$ cat src/core_ctrl_pkg.sv
`default_nettype none

package core_ctrl_pkg;

    typedef enum logic [3:0] {
        ADD,
        SUB,
        SLL,
        SLT,
        SLTU,
        XOR,
        SRL,
        SRA,
        OR,
        AND,
        PASS_B      // Operand B straight through
    } alu_op_e;

    typedef enum logic [1:0] {
        RS1,
        PC,
        ZERO
    } src_a_e;

    typedef enum logic {
        RS2,
        IMM
    } src_b_e;

    typedef enum logic [1:0] {
        ALU,
        MEM,
        PC_PLUS4    // Link value for JAL and JALR
    } wb_sel_e;

    // Same codes as the load and store funct3 field
    typedef enum logic [2:0] {
        BYTE   = 3'b000,
        HALF   = 3'b001,
        WORD   = 3'b010,
        BYTE_U = 3'b100,
        HALF_U = 3'b101
    } mem_size_e;

endpackage

`default_nettype wire

$ cat src/riscv_isa_pkg.sv
`default_nettype none

package riscv_isa_pkg;

    localparam int XLEN       = 32;
    localparam int OPCODE_W   = 7;
    localparam int FUNCT3_W   = 3;
    localparam int REG_ADDR_W = 5;

    typedef logic [XLEN-1:0]       word_t;
    typedef logic [31:0]           instr_t;   // Fixed 32-bit encoding
    typedef logic [REG_ADDR_W-1:0] reg_addr_t;
    typedef logic [FUNCT3_W-1:0]   funct3_t;

    // Major opcodes of the supported RV32I subset
    typedef enum logic [OPCODE_W-1:0] {
        OP     = 7'b0110011,
        OP_IMM = 7'b0010011,
        LOAD   = 7'b0000011,
        STORE  = 7'b0100011,
        BRANCH = 7'b1100011,
        LUI    = 7'b0110111,
        AUIPC  = 7'b0010111,
        JAL    = 7'b1101111,
        JALR   = 7'b1100111
    } opcode_e;

    localparam funct3_t F3_ADD_SUB = 3'b000;   // ALU group
    localparam funct3_t F3_SLL     = 3'b001;
    localparam funct3_t F3_SLT     = 3'b010;
    localparam funct3_t F3_SLTU    = 3'b011;
    localparam funct3_t F3_XOR     = 3'b100;
    localparam funct3_t F3_SRL_SRA = 3'b101;
    localparam funct3_t F3_OR      = 3'b110;
    localparam funct3_t F3_AND     = 3'b111;

    localparam funct3_t F3_BEQ  = 3'b000;      // Branch group
    localparam funct3_t F3_BNE  = 3'b001;
    localparam funct3_t F3_BLT  = 3'b100;
    localparam funct3_t F3_BGE  = 3'b101;
    localparam funct3_t F3_BLTU = 3'b110;
    localparam funct3_t F3_BGEU = 3'b111;

    localparam funct3_t F3_SB = 3'b000;        // Store widths
    localparam funct3_t F3_SH = 3'b001;
    localparam funct3_t F3_SW = 3'b010;

endpackage

`default_nettype wire

$ cat src/exec_ctrl_if.sv
`default_nettype none

interface exec_ctrl_if
    import riscv_isa_pkg::*;
    import core_ctrl_pkg::*;
();

    alu_op_e   alu_op;
    src_a_e    src_a;
    src_b_e    src_b;
    logic      reg_write;
    wb_sel_e   wb_sel;
    logic      mem_write;
    mem_size_e mem_size;
    logic      branch;
    funct3_t   branch_funct3;   // Compare type for the branch unit
    logic      jal;
    logic      jalr;
    word_t     imm;             // Already sign-extended

    modport decoder (
        output alu_op, src_a, src_b, reg_write, wb_sel, mem_write, mem_size,
        output branch, branch_funct3, jal, jalr, imm
    );

    modport execute (input alu_op, src_a, src_b, imm, branch, branch_funct3);

    modport pc_unit (input jal, jalr, imm);

    modport mem_unit (input wb_sel, mem_write, mem_size);

endinterface

`default_nettype wire

$ cat src/execute_unit.sv
`default_nettype none

module execute_unit
    import riscv_isa_pkg::*;
    import core_ctrl_pkg::*;
(
    exec_ctrl_if.execute    ctrl,
    input  word_t           pc,
    input  word_t           rs1_data,
    input  word_t           rs2_data,
    output word_t           alu_result,
    output logic            branch_taken
);

    localparam int SHAMT_W = $clog2(XLEN);

    word_t              op_a;
    word_t              op_b;
    logic [SHAMT_W-1:0] shamt;
    logic               cond;

    always_comb begin
        case (ctrl.src_a)
            RS1:     op_a = rs1_data;
            PC:      op_a = pc;         // AUIPC
            default: op_a = '0;
        endcase
    end

    assign op_b  = (ctrl.src_b == IMM) ? ctrl.imm : rs2_data;
    assign shamt = op_b[SHAMT_W-1:0];

    always_comb begin
        case (ctrl.alu_op)
            ADD:     alu_result = op_a + op_b;
            SUB:     alu_result = op_a - op_b;
            SLL:     alu_result = op_a << shamt;
            SLT:     alu_result = {31'b0, $signed(op_a) < $signed(op_b)};
            SLTU:    alu_result = {31'b0, op_a < op_b};
            XOR:     alu_result = op_a ^ op_b;
            SRL:     alu_result = op_a >> shamt;
            SRA:     alu_result = $signed(op_a) >>> shamt;
            OR:      alu_result = op_a | op_b;
            AND:     alu_result = op_a & op_b;
            PASS_B:  alu_result = op_b;
            default: alu_result = op_a + op_b;
        endcase
    end

    // Registers compared directly, ALU stays free
    always_comb begin
        case (ctrl.branch_funct3)
            F3_BEQ:  cond = (rs1_data == rs2_data);
            F3_BNE:  cond = (rs1_data != rs2_data);
            F3_BLT:  cond = $signed(rs1_data) < $signed(rs2_data);
            F3_BGE:  cond = $signed(rs1_data) >= $signed(rs2_data);
            F3_BLTU: cond = rs1_data < rs2_data;
            F3_BGEU: cond = rs1_data >= rs2_data;
            default: cond = 1'b0;
        endcase
    end

    assign branch_taken = ctrl.branch && cond;

endmodule

`default_nettype wire

$ cat src/instr_decoder.sv
`default_nettype none

module instr_decoder
    import riscv_isa_pkg::*;
    import core_ctrl_pkg::*;
(
    input  instr_t              instr,
    exec_ctrl_if.decoder        ctrl
);

    opcode_e opcode;
    funct3_t funct3;
    logic    alt_bit;       // instr[30] selects SUB or SRA
    alu_op_e arith_op;
    word_t   imm_i;
    word_t   imm_s;
    word_t   imm_b;
    word_t   imm_u;
    word_t   imm_j;

    assign opcode = opcode_e'(instr[OPCODE_W-1:0]);
    assign funct3 = instr[14:12];

    // SUB only exists in the register form, ADDI has no alternate
    assign alt_bit = instr[30] && (opcode == OP);

    assign imm_i = {{20{instr[31]}}, instr[31:20]};
    assign imm_s = {{20{instr[31]}}, instr[31:25], instr[11:7]};
    assign imm_b = {{19{instr[31]}}, instr[31], instr[7], instr[30:25], instr[11:8], 1'b0};
    assign imm_u = {instr[31:12], 12'b0};
    assign imm_j = {{11{instr[31]}}, instr[31], instr[19:12], instr[20], instr[30:21], 1'b0};

    // Shared by OP and OP_IMM
    always_comb begin
        case (funct3)
            F3_ADD_SUB: arith_op = alt_bit ? SUB : ADD;
            F3_SLL:     arith_op = SLL;
            F3_SLT:     arith_op = SLT;
            F3_SLTU:    arith_op = SLTU;
            F3_XOR:     arith_op = XOR;
            F3_SRL_SRA: arith_op = instr[30] ? SRA : SRL;
            F3_OR:      arith_op = OR;
            F3_AND:     arith_op = AND;
            default:    arith_op = ADD;
        endcase
    end

    always_comb begin
        ctrl.alu_op        = ADD;
        ctrl.src_a         = RS1;
        ctrl.src_b         = RS2;
        ctrl.reg_write     = 1'b0;
        ctrl.wb_sel        = ALU;
        ctrl.mem_write     = 1'b0;
        ctrl.mem_size      = mem_size_e'(funct3);
        ctrl.branch        = 1'b0;
        ctrl.branch_funct3 = funct3;
        ctrl.jal           = 1'b0;
        ctrl.jalr          = 1'b0;
        ctrl.imm           = imm_i;

        case (opcode)
            OP: begin
                ctrl.reg_write = 1'b1;
                ctrl.alu_op    = arith_op;
            end
            OP_IMM: begin
                ctrl.reg_write = 1'b1;
                ctrl.alu_op    = arith_op;
                ctrl.src_b     = IMM;
            end
            LOAD: begin
                ctrl.reg_write = 1'b1;
                ctrl.src_b     = IMM;           // Address is rs1 + imm
                ctrl.wb_sel    = MEM;
            end
            STORE: begin
                ctrl.src_b     = IMM;
                ctrl.imm       = imm_s;
                ctrl.mem_write = (funct3 == F3_SB) || (funct3 == F3_SH) ||
                                 (funct3 == F3_SW);
            end
            BRANCH: begin
                ctrl.branch = 1'b1;
                ctrl.imm    = imm_b;
            end
            LUI: begin
                ctrl.reg_write = 1'b1;
                ctrl.src_a     = ZERO;
                ctrl.src_b     = IMM;
                ctrl.alu_op    = PASS_B;
                ctrl.imm       = imm_u;
            end
            AUIPC: begin
                ctrl.reg_write = 1'b1;
                ctrl.src_a     = PC;
                ctrl.src_b     = IMM;
                ctrl.imm       = imm_u;
            end
            JAL: begin
                ctrl.reg_write = 1'b1;
                ctrl.wb_sel    = PC_PLUS4;
                ctrl.jal       = 1'b1;
                ctrl.imm       = imm_j;
            end
            JALR: begin
                ctrl.reg_write = 1'b1;
                ctrl.wb_sel    = PC_PLUS4;
                ctrl.src_b     = IMM;           // Target from the ALU sum
                ctrl.jalr      = 1'b1;
            end
            default: begin
                // Unknown opcode behaves as a no-op
            end
        endcase
    end

endmodule

`default_nettype wire

$ cat src/load_store_unit.sv
`default_nettype none

module load_store_unit
    import riscv_isa_pkg::*;
    import core_ctrl_pkg::*;
(
    input  logic            reset,
    exec_ctrl_if.mem_unit   ctrl,
    input  word_t           pc,
    input  word_t           alu_result,
    input  word_t           rs2_data,
    input  word_t           dmem_rdata,
    output word_t           dmem_addr,
    output word_t           dmem_wdata,
    output logic [3:0]      dmem_be,
    output logic            dmem_we,
    output word_t           rd_wdata
);

    logic [1:0] byte_off;
    word_t      rdata_shifted;
    word_t      load_data;

    assign dmem_addr = alu_result;
    assign byte_off  = alu_result[1:0];       // Lane select only
    assign dmem_we   = ctrl.mem_write && !reset;

    // Data copied to every lane, the enables pick the target
    always_comb begin
        case (ctrl.mem_size)
            BYTE: begin
                dmem_wdata = {4{rs2_data[7:0]}};
                dmem_be    = 4'b0001 << byte_off;
            end
            HALF: begin
                dmem_wdata = {2{rs2_data[15:0]}};
                dmem_be    = byte_off[1] ? 4'b1100 : 4'b0011;
            end
            WORD: begin
                dmem_wdata = rs2_data;
                dmem_be    = 4'b1111;
            end
            default: begin
                dmem_wdata = rs2_data;
                dmem_be    = 4'b0000;
            end
        endcase
    end

    assign rdata_shifted = dmem_rdata >> {byte_off, 3'b000};

    always_comb begin
        case (ctrl.mem_size)
            BYTE:    load_data = {{24{rdata_shifted[7]}}, rdata_shifted[7:0]};
            HALF:    load_data = {{16{rdata_shifted[15]}}, rdata_shifted[15:0]};
            BYTE_U:  load_data = {24'b0, rdata_shifted[7:0]};
            HALF_U:  load_data = {16'b0, rdata_shifted[15:0]};
            default: load_data = dmem_rdata;
        endcase
    end

    always_comb begin
        case (ctrl.wb_sel)
            MEM:      rd_wdata = load_data;
            PC_PLUS4: rd_wdata = pc + 32'd4;
            default:  rd_wdata = alu_result;
        endcase
    end

endmodule

`default_nettype wire

$ cat src/program_counter.sv
`default_nettype none

module program_counter
    import riscv_isa_pkg::*;
    import core_ctrl_pkg::*;
#(
    parameter word_t RESET_VECTOR = '0
) (
    input  logic            clk,
    input  logic            reset,
    exec_ctrl_if.pc_unit    ctrl,
    input  logic            branch_taken,
    input  word_t           alu_result,
    output word_t           pc
);

    word_t pc_next;

    always_comb begin
        if (ctrl.jalr) begin
            pc_next = {alu_result[XLEN-1:1], 1'b0};   // rs1 + imm, bit 0 cleared
        end else if (ctrl.jal || branch_taken) begin
            pc_next = pc + ctrl.imm;
        end else begin
            pc_next = pc + 32'd4;
        end
    end

    always_ff @(posedge clk) begin
        if (reset) begin
            pc <= RESET_VECTOR;
        end else begin
            pc <= pc_next;
        end
    end

endmodule

`default_nettype wire

$ cat src/register_file.sv
`default_nettype none

module register_file
    import riscv_isa_pkg::*;
(
    input  logic      clk,
    input  reg_addr_t rs1_addr,
    input  reg_addr_t rs2_addr,
    input  reg_addr_t rd_addr,
    input  logic      we,
    input  word_t     wd,
    output word_t     rs1_data,
    output word_t     rs2_data
);

    word_t regs [32];   // Entry 0 is never written

    always_ff @(posedge clk) begin
        if (we && (rd_addr != '0)) begin
            regs[rd_addr] <= wd;
        end
    end

    // x0 reads as zero
    assign rs1_data = (rs1_addr == '0) ? '0 : regs[rs1_addr];
    assign rs2_data = (rs2_addr == '0) ? '0 : regs[rs2_addr];

endmodule

`default_nettype wire

$ cat src/riscv_core.sv
`default_nettype none

module riscv_core
    import riscv_isa_pkg::*;
    import core_ctrl_pkg::*;
#(
    parameter word_t RESET_VECTOR = '0
) (
    input  logic       clk,
    input  logic       reset,
    output word_t      imem_addr,
    input  instr_t     imem_rdata,
    output word_t      dmem_addr,
    output word_t      dmem_wdata,
    output logic [3:0] dmem_be,
    output logic       dmem_we,
    input  word_t      dmem_rdata
);

    word_t     pc;
    word_t     rs1_data;
    word_t     rs2_data;
    word_t     alu_result;
    word_t     rd_wdata;
    logic      branch_taken;
    reg_addr_t rs1_addr;
    reg_addr_t rs2_addr;
    reg_addr_t rd_addr;

    exec_ctrl_if ctrl_bus ();

    assign imem_addr = pc;
    assign rs1_addr  = imem_rdata[19:15];
    assign rs2_addr  = imem_rdata[24:20];
    assign rd_addr   = imem_rdata[11:7];

    instr_decoder u_decoder (
        .instr (imem_rdata),
        .ctrl  (ctrl_bus)
    );

    program_counter #(
        .RESET_VECTOR (RESET_VECTOR)
    ) u_pc (
        .clk          (clk),
        .reset        (reset),
        .ctrl         (ctrl_bus),
        .branch_taken (branch_taken),
        .alu_result   (alu_result),
        .pc           (pc)
    );

    register_file u_regs (
        .clk      (clk),
        .rs1_addr (rs1_addr),
        .rs2_addr (rs2_addr),
        .rd_addr  (rd_addr),
        .we       (ctrl_bus.reg_write),
        .wd       (rd_wdata),
        .rs1_data (rs1_data),
        .rs2_data (rs2_data)
    );

    execute_unit u_exec (
        .ctrl         (ctrl_bus),
        .pc           (pc),
        .rs1_data     (rs1_data),
        .rs2_data     (rs2_data),
        .alu_result   (alu_result),
        .branch_taken (branch_taken)
    );

    load_store_unit u_lsu (
        .reset      (reset),
        .ctrl       (ctrl_bus),
        .pc         (pc),
        .alu_result (alu_result),
        .rs2_data   (rs2_data),
        .dmem_rdata (dmem_rdata),
        .dmem_addr  (dmem_addr),
        .dmem_wdata (dmem_wdata),
        .dmem_be    (dmem_be),
        .dmem_we    (dmem_we),
        .rd_wdata   (rd_wdata)
    );

endmodule

`default_nettype wire

$ cat config.mk
export PLATFORM = sky130hd
export DESIGN_NAME = riscv_core
export DESIGN_NICKNAME = d
export VERILOG_FILES = /design/src/core_ctrl_pkg.sv /design/src/riscv_isa_pkg.sv /design/src/exec_ctrl_if.sv /design/src/execute_unit.sv /design/src/instr_decoder.sv /design/src/load_store_unit.sv /design/src/program_counter.sv /design/src/register_file.sv /design/src/riscv_core.sv
export SDC_FILE = /design/constraint.sdc
export NUM_CORES = 2
export LEC_CHECK = 0
export BUFFER_PORTS_ARGS = -buffer_cell sky130_fd_sc_hd__buf_2
export CORE_UTILIZATION = 25
export CTS_BUF_LIST = sky130_fd_sc_hd__clkbuf_8
export DETAILED_ROUTE_END_ITERATION = 7
export PLACE_DENSITY = 0.49
export SETUP_SLACK_MARGIN = 0.3
export SKIP_CTS_REPAIR_TIMING = 1
export SKIP_LAST_GASP = 1
export SYNTH_ARGS = -nofsm -noshare
export SYNTH_HDL_FRONTEND = slang
export SYNTH_HIERARCHICAL = 1
export SYNTH_SLANG_ARGS = --single-unit
$ cat constraint.sdc
create_clock -name clk -period 8.5 [get_ports clk]
set_input_delay 0 -clock clk [delete_from_list [all_inputs] [get_ports clk]]
set_output_delay 0 -clock clk [all_outputs]
set_load 0.05 [all_outputs]
# Yosys cells after proc, flatten, opt, wreduce, memory -nomap -nowiden
# Memory sizes are Yosys's and may differ from the RTL's.
# Cells that the tools add are included.
# Widths: inputs -> output; s select.
[word_totals]
reg_bits = 32
latchBits = 0
mem_bits_rw = 1024
romBits = 0
in_bits = 66
out_inout_bits = 101
wordCells = 99
mem_count = 1
[mem_list]
columns = ["name", "depth", "word_bits", "read_ports", "rd_ports_with_merged_regs", "write_ports", "line_no", "rtl"]
rows = [
  ["u_regs.regs", 32, 32, 2, 0, 1, "register_file.sv:16", "word_t regs [32];"],
]
[op_classes]
n_addsub = 4
mul = 0
div_mod_pow = 0
order_cmp = 6
n_eq_ne = 31
n_shift = 5
n_mux = 28
n_bitwise = 3
n_reduce_logical = 19
[ops]
columns = ["op", "count"]
rows = [
  ["$pmux 32 s10", 1],
  ["$pmux 32 s2", 3],
  ["$mux 32", 5],
  ["$lt 32x32->1", 4],
  ["$pmux 32 s4", 1],
  ["$pmux 31 s4", 1],
  ["$add 32x32->32", 2],
  ["$ge 32x32->1", 2],
  ["$add 32x3->32 const B", 1],
  ["$and 32x32->32", 1],
  ["$eq 32x32->1", 1],
  ["$ne 32x32->1", 1],
  ["$or 32x32->32", 1],
  ["$pmux 4 s8", 1],
  ["$shl 32x5->32", 1],
  ["$shr 32x5->16", 1],
  ["$shr 32x5->32", 1],
  ["$sshr 32x5->32", 1],
  ["$sub 32x32->32", 1],
  ["$xor 32x32->32", 1],
  ["$eq 7x6->1 const B", 3],
  ["$eq 7x7->1 const B", 3],
  ["$eq 4x3->1 const B", 4],
  ["$eq 7x5->1 const B", 2],
  ["26 further kinds", 53],
]

# Depth between registers and ports, before layout
[depth]
word_depth = 10
mapped_depth = 31
ltp_nobuf = 24

# Modules after synthesis
# The synthesis kept the hierarchy.
[by_module_without_submodules]
columns = ["mod", "instances", "cells_per_inst", "area_each_um2", "seq_area_each_um2"]
rows = [
  ["register_file", 1, 2564, 47929.7, 30749.5],
  ["execute_unit", 1, 1678, 10749.1, 0.0],
  ["program_counter", 1, 489, 3542.1, 640.6],
  ["load_store_unit", 1, 377, 2543.7, 0.0],
  ["instr_decoder", 1, 107, 659.4, 0.0],
]

# Least setup slack after synthesis
# Ideal clock, no wire load.
[synth_timing]
path_kind = "input to register"
start = "input imem_rdata[20]"
end = "memory u_regs/regs[0][8] in the netlist's numbering (data pin)"
setup_ps = 454
t_arrival_ps = 6769
required_time_ps = 8046
slack_ps = 1277
path_stages = 27
path_buffers = 7
path_cell_list = "buf_6 buf_6 buf_2 mux4_2 a221oi_2 a211oi_1 mux2i_4 clkbuf_1 clkbuf_1 buf_1 ha_1 nor2_1 a211oi_1 o211ai_1 and2_1 o21ai_2 a31oi_1 o31ai_1 a21oi_1 o21ai_0 a21oi_1 buf_6 mux2_4 or3_4 nand3_1 a21boi_0 o21ai_0"
[synth_via]
elab_chain_cells = 8
word_cells_on_any_way = 19
cone_classes = "add/sub (2); order compare (2); shift (4); mux (6); bitwise (3); reduce/logical (1); memory (1)"
[synth_lines]
columns = ["element", "line_no", "rtl"]
rows = [
  ["start, declared", "riscv_core.sv:12", "input instr_t imem_rdata,"],
  ["$mem_v2 32x32 / $logic_not 5->1 (equally long branches)", "n/a", ""],
  ["$mux 32 (*)", "register_file.sv:26", "assign rs2_data = (rs2_addr == '0) ? '0 : regs[rs2_addr];"],
  ["named net rs2_data[3]", "riscv_core.sv:22", "word_t rs2_data;"],
  ["$mux 32 (*)", "execute_unit.sv:30", "assign op_b = (ctrl.src_b == IMM) ? ctrl.imm : rs2_data;"],
  ["$lt 32x32->1, or another cell as far along", "execute_unit.sv:39", "SLTU: alu_result = {31'b0, op_a < op_b};"],
  ["$pmux 32 s10 (*)", "execute_unit.sv:34", "case (ctrl.alu_op)"],
  ["named net alu_result[0]", "riscv_core.sv:23", "word_t alu_result;"],
  ["$shr 32x5->16 (*)", "load_store_unit.sv:50", "assign rdata_shifted = dmem_rdata >> {byte_off, 3'b000};"],
  ["$pmux 32 s4 (*)", "load_store_unit.sv:53", "case (ctrl.mem_size)"],
  ["$pmux 32 s2 (*)", "load_store_unit.sv:63", "case (ctrl.wb_sel)"],
  ["named net rd_wdata[8]", "riscv_core.sv:24", "word_t rd_wdata;"],
  ["end, declared", "register_file.sv:16", ""],
]
# Mark *: on every way through the listed nets, which the timed path passes. The rest lies on a longest branch.

==> results by group <==
Run status
  – Status: finished with violations
  – Failing checks: design-rule violations

Yosys
  – Commonest cells in the synthesized netlist: 1,024 x edfxtp_1, 447 x mux2i_1, 336 x nor2_1
  – Async SR Flop Fraction: 0
  – YS warnings: 6
  – Yosys cell types: 113
  – Sequential-to-total area share from yosys stat: 0.480
  – Count leader, synth: edfxtp_1
  – Gate Count Post-Synth: 5,215
  – Yosys top cell by area: edfxtp_1
  – Main flop type after synthesis: edfxtp_1
  – Synth Register Bits: 1,056
  – Post-Synth Simple-Gate Area: 0.0753
  – Synth Area in Compound Gates: 0.143
  – EDFF count, synth: 1,024
  – Mapped cell area: 65,400 µm²
  – Adder-cell share of the synthesized area: 0.0325
  – Fraction of synthesized area in multiplexers: 0.211
  – Largest family of logic cells by synthesized area: multiplexers
  – Post-synth top area share: 0.470
  – Xor and xnor fraction of the mapped netlist area: 0.0120
  – Synth Area per Inst: 12.5 µm²
  – Top post-synthesis cells by area: edfxtp_1 47%, mux4_2 10%, mux2i_1 6.8%

Placed design
  – Setup WS pre-CTS: 432 ps
  – I/O Buffers: 166
  – GP Congestion: 0.984
  – Placed Area: 72,100 µm²
  – Inst Count DP: 8,835
  – HPWL after DPL: 219 mm

Power and ir drop
  – Comb pwr share: 0.316
  – Peak supply drop: 0.174 mV
  – Switching power: 5920 µW
  – Cell Int Power: 10,300 µW
  – Clk pwr share: 0.286
  – Sw Ratio: 0.365
  – Sequential power share: 0.398
  – Power density over the cells: 214 nW/µm²
  – Leak Pwr: 0.0265 µW

Timing
  – Final setup vio count: 0
  – Highest Clock Rate: 130 MHz
  – Fin crit share: 0.903
  – Worst-Margin Slew: 1350 ps
  – Fin crit period: 7680 ps
  – Final worst setup slack: 823 ps
  – Rel. slew slack: 0.101
  – Skew final: 67.8 ps
  – Slew Viols, Final: 0
  – RSZ-0062 raised after global routing: no
  – TNS Setup: 0 ps
  – Hold Vio Cnt, Final: 0

Global routing
  – Number of global-route vias before repair: 51,100
  – Total grt overflow: 0
  – Pin count of the biggest net entering global routing: 66
  – Initial antenna violation count: 35
  – Tot GR Track Use: 0.234
  – Wire length of the first global-routing pass: 430 mm

Die
  – Io pins: 167
  – Row Count: 187
  – Chip width: 514 µm
  – Initial Utilization: 0.252
  – Core area: 260,000 µm²
  – Die area: 264,000 µm²
  – Die Ht: 514 µm

Clock network
  – Number of buffers inserted during clock tree synthesis: 177
  – Clock Latency Late Sink: 970 ps
  – H-tree depth: 4
  – Clock Sinks: 1,056
  – Clock tree from TritonCTS: done
  – CTS clk-pin slew, worst paths: 70 ps
  – Longest Clk Path Bufs: 3
  – Root Driver: clkbuf_8

Min path
  – Hold crit path type: in2reg

Drt
  – Final wirelength: 318 mm
  – Total number of vias: 53,100
  – DR DRC count: 2
  – Pre-Repair DR Iteration Count: 8
  – Routed Antenna Nets: 0
  – Vias per Instance: 5.78
  – Initial drt markers: 7,201
  – DR WL/cell: 34.5 µm

Critical path
  – CP required: 8500 ps
  – Crit Path Max Fanout: 18
  – Setup crit end kind: output port
  – Worst setup SP type: flop
  – Worst EP arrival: 7680 ps
  – CP Class: reg2out

Final layout
  – Layout filler cell count: 26,500
  – Fraction of layout cells with a size suffix above 1: 0.239
  – Final-stage net count: 5,774
  – Area delta synth->final: 15.9%
  – Finished Cell Area: 75,900 µm²
  – Final Instance Count excl. Fillers: 9,194

Flow run
  – Max-cap violations: 0
[cell families (layout without fill, tap and decap cells)]
family	Yosys count	after routing
AO/OA/AOI/OAI	1339	1339
flip-flops	1056	1056
AND/OR/NAND/NOR	1048	1048
multiplexers	897	897
buffers and inverters	616	1053
adder cells (fa/ha/maj)	168	168
XOR/XNOR	90	90
other	1	47
[metrics by stage]
| stage | hold WS (ps) | power (µW) | utilization |
|---|---|---|---|
| after global placement | 554 | 11500 | 0.277 |
| final | 3.95 | 16200 | 0.292 |
| after CTS | -490 | 16100 | 0.291 |
| after floorplan | 161 | 9410 | - |
| after detailed placement | 565 | 11500 | 0.277 |
| after global routing | 4.30 | 16700 | 0.292 |
[layout by cell type (no fill, tap or decap), types with 33 or more instances in the layout]
cell / count
edfxtp_1: 1024
mux2i_1: 445
buf_4: 343
mux4_2: 300
nor2_1: 299
nand2_1: 293
a21oi_1: 282
o21ai_0: 238
inv_1: 204
clkbuf_8: 182
ha_1: 164
buf_2: 157
a211oi_1: 103
mux2_2: 88
nor3_1: 84
a22oi_1: 81
o221ai_1: 74
nand4_1: 73
nor2b_1: 59
a221oi_1: 59
nand3_1: 58
a21o_1: 55
xnor2_1: 55
mux4_1: 54
o211ai_1: 52
clkinv_1: 41
o22ai_1: 35
xor2_1: 35
clkinv_2: 34
a311oi_1: 34
nor2_4: 33
[registers in the layout, indices dropped and copies added (netlist names), named ones only]
signal       count
u_regs/regs   1024
u_pc/pc         31
[final timing paths]
| kind | start | endpoint | slack, ps | cells past startpoint |
|---|---|---|---|---|
| max | u_regs/regs[16][25]$_DFFE_PP_ | dmem_be[3] | 820 | 20 |
| min | imem_rdata[29] | u_pc/pc[29]$_SDFF_PP0_ | 4 | 6 |
| max reg2reg | u_regs/regs[28][0]$_DFFE_PP_ | u_regs/regs[10][15]$_DFFE_PP_ | 880 | 23 |
| min reg2reg | flop | flop | 730 | 3 |
[layout make-up]
class | instances | area [µm²] | area share
clock buffer | 182 | 2500 | 0.0330
timing repair buffer | 556 | 4220 | 0.0557
antenna | 15 | 37.5 | 0.000495
sequential | 1056 | 31400 | 0.414
clock inverter | 140 | 987 | 0.0130
tap | 3496 | 4370 | 0.0577
multi-input combinational | 3574 | 31700 | 0.418
inverter | 175 | 664 | 0.00876
[power by group through the flow]
stage	logic (µW)	clock network, µW	registers (µW)
after floorplan	2810	0	6600
after global placement	4970	0	6560
after detailed placement	4970	0	6570
after CTS	4990	4710	6460
after global routing	5330	4920	6460
final	5120	4640	6460
[worst max-delay path, cell delays in order (launching register included)]
cell and delay, ps:
edfxtp_1 410, mux4_2 570, a22oi_1 620, a311oi_1 380, mux2i_1 610, nor2_1 160
ha_1 340, inv_1 120, a21o_1 220, a21o_1 190, a21oi_1 360, nand2_1 100
a31oi_1 190, o31ai_1 140, a21oi_1 180, o21ai_0 180, a21oi_4 490, buf_12 240
o21ai_0 90, a21oi_1 690, buf_2 400
[layer usage]
layer	up-vias	share of wire	GRT usage	wire length, µm
li1	21500	-	-	-
met1	27500	0.39	0.293	123000
met2	3376	0.45	0.369	144000
met3	746	0.093	0.0494	29400
met4	12	0.067	0.140	21100
met5	-	0.00026	0	83
Power figures use the tool's default switching activity.
